<file path="config.mk">
export PLATFORM = sky130hd
export DESIGN_NAME = cache_hierarchy
export DESIGN_NICKNAME = d
export VERILOG_FILES = /design/src/common/cache_pkg.sv /design/src/cache/cache_store.sv /design/src/cache/cache_ctrl.sv /design/src/design/mem_arbiter.sv /design/src/design/cache_hierarchy.sv
export SDC_FILE = /design/constraint.sdc
export NUM_CORES = 2
export LEC_CHECK = 0
export BUFFER_PORTS_ARGS = -buffer_cell sky130_fd_sc_hd__buf_2
export CAP_MARGIN = 20
export CORE_MARGIN = 1.5
export CORE_UTILIZATION = 46
export DETAILED_ROUTE_END_ITERATION = 10
export GPL_TIMING_DRIVEN = 0
export SLEW_MARGIN = 20
export SYNTH_ARGS = -nofsm -noshare
export SYNTH_HDL_FRONTEND = slang
export SYNTH_MEMORY_MAX_BITS = 65536
export SYNTH_SLANG_ARGS = --single-unit
</file>
<file path="constraint.sdc">
create_clock -name clk -period 28.6 [get_ports clk]
set_clock_uncertainty 0.15 [all_clocks]
set_input_delay 1.43 -clock clk [delete_from_list [all_inputs] [get_ports clk]]
set_output_delay 1.43 -clock clk [all_outputs]
set_load 0.05 [all_outputs]
</file>
<file path="src/common/cache_pkg.sv">
package cache_pkg;

   // Bus widths
   localparam int addr_w = 32;
   localparam int word_w = 32;
   localparam int line_w = 128;   // Memory bus carries a full line

   // Direct-mapped geometry
   localparam int num_lines = 16;
   localparam int index_w   = 4;
   localparam int offset_w  = 4;  // Byte offset within a line
   localparam int tag_w     = 24;

   typedef logic [addr_w-1:0]  addr_t;
   typedef logic [word_w-1:0]  word_t;
   typedef logic [line_w-1:0]  line_t;
   typedef logic [tag_w-1:0]   tag_t;
   typedef logic [index_w-1:0] index_t;

   // CPU side, one-cycle strobe
   typedef struct packed {
      logic  req;
      logic  write;
      logic  is_byte;
      addr_t addr;
      word_t wdata;
   } cache_req_t;

   typedef struct packed {
      logic  valid;   // One pulse per request
      word_t rdata;
   } cache_resp_t;

   // Cache to arbiter, req held until ack
   typedef struct packed {
      logic  req;
      logic  write;
      addr_t addr;    // Line aligned
      line_t wline;
   } mem_req_t;

   typedef struct packed {
      logic  ack;
      line_t rline;
   } mem_resp_t;

   // Per-cache controller
   typedef enum logic [1:0] {
      idle,
      lookup,
      fill,
      write_through
   } ctrl_state_t;

endpackage

</file>
<file path="src/cache/cache_store.sv">
module cache_store (
   input  logic             clk,
   input  logic             if_id_reset,
   input  cache_pkg::addr_t addr,
   input  logic             is_byte,
   input  cache_pkg::word_t wdata,
   input  logic             fill,
   input  cache_pkg::line_t fill_line,
   input  logic             merge,
   output logic             hit,
   output cache_pkg::word_t rdata,
   output cache_pkg::line_t line
);
   import cache_pkg::*;

   // Tag, valid and data arrays
   tag_t                 tag_mem  [num_lines];
   line_t                data_mem [num_lines];
   logic [num_lines-1:0] valid;

   index_t              index;
   tag_t                tag;
   logic [offset_w-1:0] byte_sel;
   logic [1:0]          word_sel;
   logic [6:0]          byte_bit;
   logic [6:0]          word_bit;
   line_t               cur_line;
   line_t               merged;
   logic [7:0]          byte_lane;

   // Address split
   assign tag      = addr[addr_w-1 -: tag_w];
   assign index    = addr[offset_w +: index_w];
   assign byte_sel = addr[offset_w-1:0];
   assign word_sel = addr[offset_w-1:2];

   // Bit position of the addressed lane
   assign byte_bit = {byte_sel, 3'b000};
   assign word_bit = {word_sel, 5'b00000};

   assign cur_line = data_mem[index];
   assign hit      = valid[index] && (tag_mem[index] == tag);

   // Read side
   assign byte_lane = cur_line[byte_bit +: 8];

   always_comb begin
      if (is_byte) begin
         rdata = {{(word_w-8){1'b0}}, byte_lane};   // Zero-extended
      end else begin
         rdata = cur_line[word_bit +: word_w];
      end
   end

   // Store data merged into the current line
   always_comb begin
      merged = cur_line;
      if (is_byte) begin
         merged[byte_bit +: 8] = wdata[7:0];
      end else begin
         merged[word_bit +: word_w] = wdata;
      end
   end

   // Same line goes out on the write-through
   assign line = merged;

   always_ff @(posedge clk) begin
      if (if_id_reset) begin
         valid <= '0;
      end else if (fill) begin
         valid[index] <= 1'b1;
      end
   end

   always_ff @(posedge clk) begin
      if (fill) begin
         tag_mem[index]  <= tag;
         data_mem[index] <= fill_line;   // Line from memory
      end else if (merge) begin
         data_mem[index] <= merged;
      end
   end

endmodule

</file>
<file path="src/cache/cache_ctrl.sv">
module cache_ctrl (
   input  logic                   clk,
   input  logic                   if_id_reset,
   input  cache_pkg::cache_req_t  cpu_req,
   output cache_pkg::cache_resp_t cpu_resp,
   output cache_pkg::mem_req_t    mem_req,
   input  cache_pkg::mem_resp_t   mem_resp
);
   import cache_pkg::*;

   ctrl_state_t state;
   ctrl_state_t state_nxt;
   cache_req_t  req_q;

   logic  hit;
   logic  wt_done;
   logic  store_fill;
   logic  store_merge;
   word_t store_rdata;
   line_t store_line;

   cache_store i_store (
      .clk         (clk),
      .if_id_reset (if_id_reset),
      .addr        (req_q.addr),
      .is_byte     (req_q.is_byte),
      .wdata       (req_q.wdata),
      .fill        (store_fill),
      .fill_line   (mem_resp.rline),
      .merge       (store_merge),
      .hit         (hit),
      .rdata       (store_rdata),
      .line        (store_line)
   );

   // Request is captured on the strobe and held until the answer
   always_ff @(posedge clk) begin
      if (state == idle && cpu_req.req) begin
         req_q <= cpu_req;
      end
   end

   always_ff @(posedge clk) begin
      if (if_id_reset) begin
         state <= idle;
      end else begin
         state <= state_nxt;
      end
   end

   // Write answer comes one cycle after the memory ack
   always_ff @(posedge clk) begin
      if (if_id_reset) begin
         wt_done <= 1'b0;
      end else begin
         wt_done <= (state == write_through) && mem_resp.ack;
      end
   end

   always_comb begin
      state_nxt = state;
      case (state)
         idle: begin
            if (cpu_req.req) begin
               state_nxt = lookup;
            end
         end
         lookup: begin
            if (!hit) begin
               state_nxt = fill;
            end else if (req_q.write) begin
               state_nxt = write_through;   // Merged this cycle
            end else begin
               state_nxt = idle;
            end
         end
         fill: begin
            // Back to lookup, which now hits on the installed line
            if (mem_resp.ack) begin
               state_nxt = lookup;
            end
         end
         write_through: begin
            if (mem_resp.ack) begin
               state_nxt = idle;
            end
         end
         default: state_nxt = idle;
      endcase
   end

   assign store_fill  = (state == fill) && mem_resp.ack;
   assign store_merge = (state == lookup) && hit && req_q.write;

   // Line-aligned memory request
   always_comb begin
      mem_req.req   = (state == fill) || (state == write_through);
      mem_req.write = (state == write_through);
      mem_req.addr  = {req_q.addr[addr_w-1:offset_w], {offset_w{1'b0}}};
      mem_req.wline = store_line;
   end

   always_comb begin
      cpu_resp.valid = ((state == lookup) && hit && !req_q.write) || wt_done;
      cpu_resp.rdata = store_rdata;   // Word or zero-extended byte
   end

endmodule

</file>
<file path="src/design/mem_arbiter.sv">
module mem_arbiter (
   input  logic                 clk,
   input  logic                 if_id_reset,
   input  cache_pkg::mem_req_t  fetch_mem_req,
   output cache_pkg::mem_resp_t fetch_mem_resp,
   input  cache_pkg::mem_req_t  data_mem_req,
   output cache_pkg::mem_resp_t data_mem_resp,
   output logic                 mem_enable,
   output logic                 mem_rw,
   output cache_pkg::addr_t     mem_addr,
   output cache_pkg::line_t     mem_data_in,
   input  cache_pkg::line_t     mem_data_out,
   input  logic                 mem_ack
);
   import cache_pkg::*;

   logic     busy;       // Bus owned by a client
   logic     gnt_data;   // 1 data cache, 0 fetch cache
   logic     start;
   logic     start_data;
   mem_req_t granted;

   // Fixed priority, data cache first
   assign start      = !busy && (data_mem_req.req || fetch_mem_req.req);
   assign start_data = data_mem_req.req;

   always_ff @(posedge clk) begin
      if (if_id_reset) begin
         busy     <= 1'b0;
         gnt_data <= 1'b0;
      end else if (start) begin
         busy     <= 1'b1;
         gnt_data <= start_data;
      end else if (busy && mem_ack) begin
         busy <= 1'b0;   // Enable drops the cycle after ack
      end
   end

   // Granted client drives the bus
   always_comb begin
      if (gnt_data) begin
         granted = data_mem_req;
      end else begin
         granted = fetch_mem_req;
      end
   end

   always_comb begin
      mem_enable  = busy;
      mem_rw      = granted.write;
      mem_addr    = granted.addr;
      mem_data_in = granted.wline;
   end

   // Reply goes back to the owner in the ack cycle
   always_comb begin
      data_mem_resp.ack    = busy && gnt_data && mem_ack;
      data_mem_resp.rline  = mem_data_out;
      fetch_mem_resp.ack   = busy && !gnt_data && mem_ack;
      fetch_mem_resp.rline = mem_data_out;
   end

endmodule

</file>
<file path="src/design/cache_hierarchy.sv">
module cache_hierarchy (
   input  logic                   clk,
   input  logic                   if_id_reset,
   input  cache_pkg::cache_req_t  fetch_req,
   output cache_pkg::cache_resp_t fetch_resp,
   input  cache_pkg::cache_req_t  data_req,
   output cache_pkg::cache_resp_t data_resp,
   output logic                   mem_enable,
   output logic                   mem_rw,
   output cache_pkg::addr_t       mem_addr,
   output cache_pkg::line_t       mem_data_in,
   input  cache_pkg::line_t       mem_data_out,
   input  logic                   mem_ack
);
   import cache_pkg::*;

   mem_req_t  ic_mem_req;
   mem_resp_t ic_mem_resp;
   mem_req_t  dc_mem_req;
   mem_resp_t dc_mem_resp;

   // Instruction side, also used by a program loader
   cache_ctrl i_icache (
      .clk         (clk),
      .if_id_reset (if_id_reset),
      .cpu_req     (fetch_req),
      .cpu_resp    (fetch_resp),
      .mem_req     (ic_mem_req),
      .mem_resp    (ic_mem_resp)
   );

   cache_ctrl i_dcache (
      .clk         (clk),
      .if_id_reset (if_id_reset),
      .cpu_req     (data_req),
      .cpu_resp    (data_resp),
      .mem_req     (dc_mem_req),
      .mem_resp    (dc_mem_resp)
   );

   mem_arbiter i_arbiter (
      .clk            (clk),
      .if_id_reset    (if_id_reset),
      .fetch_mem_req  (ic_mem_req),
      .fetch_mem_resp (ic_mem_resp),
      .data_mem_req   (dc_mem_req),
      .data_mem_resp  (dc_mem_resp),
      .mem_enable     (mem_enable),
      .mem_rw         (mem_rw),
      .mem_addr       (mem_addr),
      .mem_data_in    (mem_data_in),
      .mem_data_out   (mem_data_out),
      .mem_ack        (mem_ack)
   );

endmodule

</file>
; Word level (Yosys, flattened, before mapping)
; Memory sizes are Yosys's and may differ from the RTL's. A register that Yosys moved wholly into a read port is not among the register bits.
; Cells that the tools add are included.
[totals]
ram_bits = 4864
mem_count = 4
in_bits = 265
romBits = 0
latch_bits = 0
ff_bits = 172
[memory_table]
columns = memory, depth, word_bits, read_ports, rd_clocked_by_memory_dff, wr, line
row1 = i_dcache.i_store.data_mem, 16, 128, 1, 1, 1, cache_store.sv:18  ; line_t data_mem [num_lines];
row2 = i_icache.i_store.data_mem, 16, 128, 1, 1, 1, cache_store.sv:18
row3 = i_dcache.i_store.tag_mem, 16, 24, 1, 1, 1, cache_store.sv:17  ; tag_t tag_mem [num_lines];
row4 = i_icache.i_store.tag_mem, 16, 24, 1, 1, 1, cache_store.sv:17
[op_classes]
n_shift = 12
bitwise = 4
reduce_logical = 36
n_addsub = 4
magnitude_cmp = 4
muxes = 47
n_div = 0
multipliers = 0
eq_ne = 14
[ops]
columns = cell, count
row1 = bitwise mux 128 bit, 4
row2 = 2-to-1 mux 128 bit, 4
row3 = "variable shift 32 x 9 -> 128 bit, first input constant", 2
row4 = "variable shift 8 x 9 -> 128 bit, first input constant", 2
row5 = indexed part select 128 x 8 -> 32 bit, 2
row6 = indexed part select 128 x 8 -> 8 bit, 2
row7 = indexed part select 32 x 9 -> 128 bit, 2
row8 = indexed part select 8 x 9 -> 128 bit, 2
row9 = 2-to-1 mux 161 bit, 1
row10 = 2-to-1 mux 32 bit, 2
row11 = equality test 24 bit, 2
row12 = negation 7 -> 9 bit, 4
row13 = OR 16 bit, 2
row14 = logical AND 1 bit, 22
row15 = 2-to-1 mux 2 bit, 10
row16 = 2-to-1 mux 1 bit, 16
row17 = 2-to-1 mux 4 bit, 4
row18 = one-hot mux 2 bit (4 select lines), 2
row19 = "< comparator 4 x 5 -> 1 bit, second input constant", 2
row20 = binary-select mux 1 bit (select 4 bit), 2
row21 = demux 1 bit (select 4 bit), 2
row22 = "equality test 2 bit, second input constant", 4
row23 = ">= comparator 4 x 1 -> 1 bit, second input constant", 2
row24 = "!= test 2 bit, second input constant", 4
row25 = 8 further kinds, 20

; Depth between registers and ports, before layout
[depth]
depth_word = 9
ltp_mapped = 16
mapped_depth_nobuf = 10

; Cells and area by module
; From an unflattened synthesis, not the netlist that was laid out.
[hier_totals]
hier_cells = 11945
area_unflattened_um2 = 215015.0
[modules_own_cells]
columns = module, n_inst, cells_each, area_each_um2
row1 = cache_store at i_dcache.i_store, 1, 5832, 103317.8
row2 = cache_store at i_icache.i_store, 1, 5427, 102824.9
row3 = cache_ctrl, 2, 120, 2407.3
row4 = mem_arbiter, 1, 446, 4057.6

; Worst setup path after synthesis
; Ideal clock, no wire load.
[synth_timing]
path_kind = flip-flop to flip-flop
from = register (tool-made name)
to = memory i_icache.i_store.data_mem[1][0] (netlist name) (enable)
arrival_ns = 22.054
required_ns = 27.153
setup_slack_ns = 5.099
path_stages_with_launch = 11
n_path_buf = 2
setup_time_ns = 1.297
path_cell_list = dfxtp_1 buf_2 clkbuf_1 mux4_2 a22oi_1 a21oi_1 a31oi_1 nor4b_1 and4_1 nand4_1 a2111oi_0
[synth_lines]
columns = item, line
row1 = to (decl), cache_store.sv:18

; Worst setup path in the final report
[layout_timing]
from = register i_dcache.req_q[34] (netlist name)
to = output mem_data_in[90]
[layout_via]
elab_chain_len = 5
[layout_rtl]
columns = item, line
row1 = from (decl), cache_ctrl.sv:13  ; cache_req_t req_q;
row2 = from (signal assigned), cache_ctrl.sv:39  ; req_q <= cpu_req;
row3 = "negation 7 -> 9 bit, on equally long branches", "cache_store.sv:61, cache_store.sv:59"
row4 = indexed part select 32 x 9 -> 128 bit (tied with other cells), cache_store.sv:61  ; merged[word_bit +: word_w] = wdata;
row5 = "bitwise mux 128 bit, on equally long branches", "cache_store.sv:61, cache_store.sv:59"
row6 = 2-to-1 mux 128 bit (*), cache_store.sv:58  ; if (is_byte) begin
row7 = 2-to-1 mux 161 bit (*), mem_arbiter.sv:41  ; if (gnt_data) begin
row8 = to (decl), cache_hierarchy.sv:11  ; output cache_pkg::line_t mem_data_in,
; Mark *: on every way between the ends. The rest lies on a longest branch, timed or not.

==> metrics <==
die area 454000 sq um; hold_ws 0.323 ns; hold-critical path depth 2; Die X 674 microns; DR vias/cell 6.75; flops & latches, synth 5044; routed vias 122000; Post-Layout Cell Count 18100; antenna violations before repair 73; cell chain of the critical path clkbuf_1 > clkinv_1 > clkbuf_1 > clkbuf_1 > ha_1 > nand2_1 > clkbuf_1 > nand4_1 > clkbuf_1 > a21oi_1 > o21ai_0 > nand2_1 > o21ai_0 > buf_2; pre-CTS setup slack 19.12 ns; Synth area leader edfxtp_1; Cells after DPL 17100; GRT Total Usage 37.0%; DR iter-0 viols 19800; H-Tree Depth 6; synthesized instance count 9960; Async S/R FF share, synth 0%; Pwr per Cell Area 73.8 nW/um^2; Post-Synthesis Cell Area 207000 sq um; family with the most delay on the worst path buffers and inverters; Worst EP required 27.02 ns; Worst path most repeated cell clkbuf_1; worst min-delay path category reg2reg; final weighted congestion in routability-driven placement 1.02; layout cells sized above 1 35.5%; post-synthesis sequential area ratio 72.9%; Die Y 674 microns; setup TNS 0 ns; row cnt 246; pin count of the biggest net entering global routing 32; static leakage 79.9 nW; routed len/inst 46.7 microns; DR WL met2 376 mm; Max Slew Vio Count 0; vias in the first global route 116000; status finished with violations; Critical Path Source Type flip-flop; Crit Path Max Fanout 12; CTS Root Buffer Type clkbuf_16; most common cell in the synthesized netlist edfxtp_1; max incr delay on CP 0.86 ns; top cells by area, synth edfxtp_1 72%, mux4_2 16%, mux2i_1 2.8%, mux2_2 1.0%, nand2_1 0.69%; Hold Path End i_icache.i_store.valid[0]; Layout area overhead 18.6%; Final min period 10.66 ns; setup ws final 17.94 ns; P_sw 5.30 mW; Worst-Margin Slew 1.39 ns; Slowest cell on crit path nand4_1; postcts setup bufs 0; R2R depth 23; antenna-violating nets left 1; TritonCTS buffer count 529; worst setup path category reg2out; Worst EP arrival 9.08 ns; final hold violations 0; Pre-antenna DRT Iters 7; combinational power share 17.7%; critical path endpoint category output port; hold path start i_icache.i_store.valid[0]; fillers 34100; r2r setup slk 19.87 ns; synth unique cells 81; Max Freq 93.8 MHz; switch share 29.2%; CTS resizes 0; nets 12000; clock sink count 5044; Int Pwr 12.8 mW; Max-cap violations 0; Clk Latency, worst-skew pair 1.10 ns; VDD IR max 0.0690 mV; RSZ-0062 raised after global routing no; Highest Signal Layer met5; first-pass GRT wire length 1100 mm; Metal-1 WL 316 mm; port bufs 488; syn avg cell area 20.8 sq um; share of the synthesized area in the top cell type 72.4%; CTS tree done; met3 routed WL 91.0 mm; sequential power share 45.4%; DRC violations left 0; I/O pin count 493; Detail Placement HPWL 637 mm; Starting Density 46.2%; Slew headroom 6.87%; Clock Power Share 37.0%; clock-pin slew on the worst setup and hold paths 0.06 ns; EDFF count, synth 4996; Max clock buf depth 4; top cells by count, synth 4996 x edfxtp_1, 1462 x mux4_2, 579 x mux2i_1; Congestion Overflow GR 0; fin crit share 37.3%; failing checks antenna violations; yosys warns 0; Core Area 449000 sq um; Post-synth top flop edfxtp_1; Final setup viols 0; final wirelength 846 mm; total power 18.1 mW; # hold bufs at CTS 0; worst path buffer plus inverter count 7; worst r2r dst i_icache.i_store.data_mem[1][20]
==> metal layers <==
| metal | up-vias | global-route usage, % |
|---|---|---|
| li1 | 45600 | - |
| met1 | 65900 | 50.2 |
| met2 | 8991 | 54.8 |
| met3 | 1743 | 8.40 |
| met4 | 12 | 22.6 |
| met5 | - | 0 |
==> worst reg2reg max path: stages, from the launching register on <==
cell and delay [ns]:
dfxtp_1 0.30, clkbuf_1 0.57, clkbuf_1 0.73, buf_1 0.73
clkbuf_2 0.32, buf_12 0.21, o211ai_1 0.15, nor3_1 0.68
and3_1 0.31, nand4_1 0.56, a2111oi_2 0.78, buf_2 0.31
buf_2 0.22, buf_4 0.19, buf_2 0.20, buf_2 0.26
buf_4 0.19, buf_2 0.23, buf_2 0.25, buf_4 0.19
buf_2 0.22, buf_2 0.24, buf_2 0.23, buf_2 0.22
==> kinds of logic (layout without fill, tap and decap cells) <==
kind of cell,Yosys count,after routing,synth area share [%]
buffers and inverters,796,2950,1.91
AND/OR/NAND/NOR,864,864,1.89
adder cells (fa/ha/maj),14,14,0.0846
other,1,65,0.00181
AO/OA/AOI/OAI,960,960,3.29
flip-flops,5044,5044,72.9
XOR/XNOR,52,52,0.220
multiplexers,2229,2229,19.7
==> cell type report <==
type / instances / area [sq um] / area share, %
plain buffers: 647 / 3480 / 1.42
repair buffers: 1210 / 12300 / 5.01
diodes: 61 / 153 / 0.0621
inverters: 149 / 559 / 0.228
flip-flops and latches: 5044 / 151000 / 61.5
multi-input cells: 4123 / 54100 / 22.0
well taps: 5952 / 7450 / 3.03
clock inverters: 274 / 2730 / 1.11
clock buffers: 670 / 13900 / 5.66
==> power groups by stage <==
| stage | sequential, mW | clock, mW | combinational, mW |
|---|---|---|---|
| finish | 8.23 | 6.70 | 3.20 |
| global route | 8.22 | 7.01 | 3.20 |
| floorplan | 8.34 | 0 | 1.64 |
| detailed placement | 8.38 | 0 | 3.10 |
| CTS | 8.23 | 6.73 | 3.10 |
| global placement | 8.39 | 0 | 3.00 |
==> cells in the final DEF, fill, tap and decap left out, types with 148 or more instances in the layout <==
cell type and instances:
mux2_2 188, a221oi_1 155, clkbuf_16 534, mux2i_1 390
edfxtp_1 4996, o21ai_0 177, mux2i_2 148, nor2_1 166
mux4_2 1462, nand2_1 380, buf_6 286, buf_4 148
buf_2 845, clkbuf_1 352
==> worst max-delay path by stage <==
stage / start / cells after the start / slack (ns) / endpoint
after detailed placement: i_dcache.req_q[34] / 13 / 19.12 / mem_data_in[122]
after global placement: flip-flop / 11 / -31.34 / i_dcache.i_store.data_mem[13][84]
final: i_dcache.req_q[34] / 14 / 17.94 / mem_data_in[90]
after floorplan: flip-flop / 10 / 5.10 / i_icache.i_store.data_mem[1][0]
after global routing: i_dcache.req_q[34] / 13 / 17.99 / mem_data_in[121]
after CTS: i_dcache.req_q[34] / 13 / 17.98 / mem_data_in[122]
==> registers in the layout, summed over array words and instances, names as in the netlist, 2 cells and up, named ones only <==
register	cells
i_dcache.mem_req	28
i_dcache.state	2
i_dcache.i_store.tag_mem	384
i_icache.i_store.tag_mem	384
i_icache.req_q	38
i_dcache.req_q	38
i_dcache.i_store.data_mem	2048
i_icache.mem_req	28
i_dcache.i_store.valid	16
i_icache.state	2
i_icache.i_store.valid	16
i_icache.i_store.data_mem	2048
==> stage by stage <==
step           utilization, %  cell area (sq um)
2_1_floorplan               -             207000
3_3_place_gp             48.4             217000
3_5_place_dp             50.9             228000
4_1_cts                  54.6             245000
5_1_grt                  54.7             246000
6_report                 54.7             246000
(Power assumes the default switching activity.)
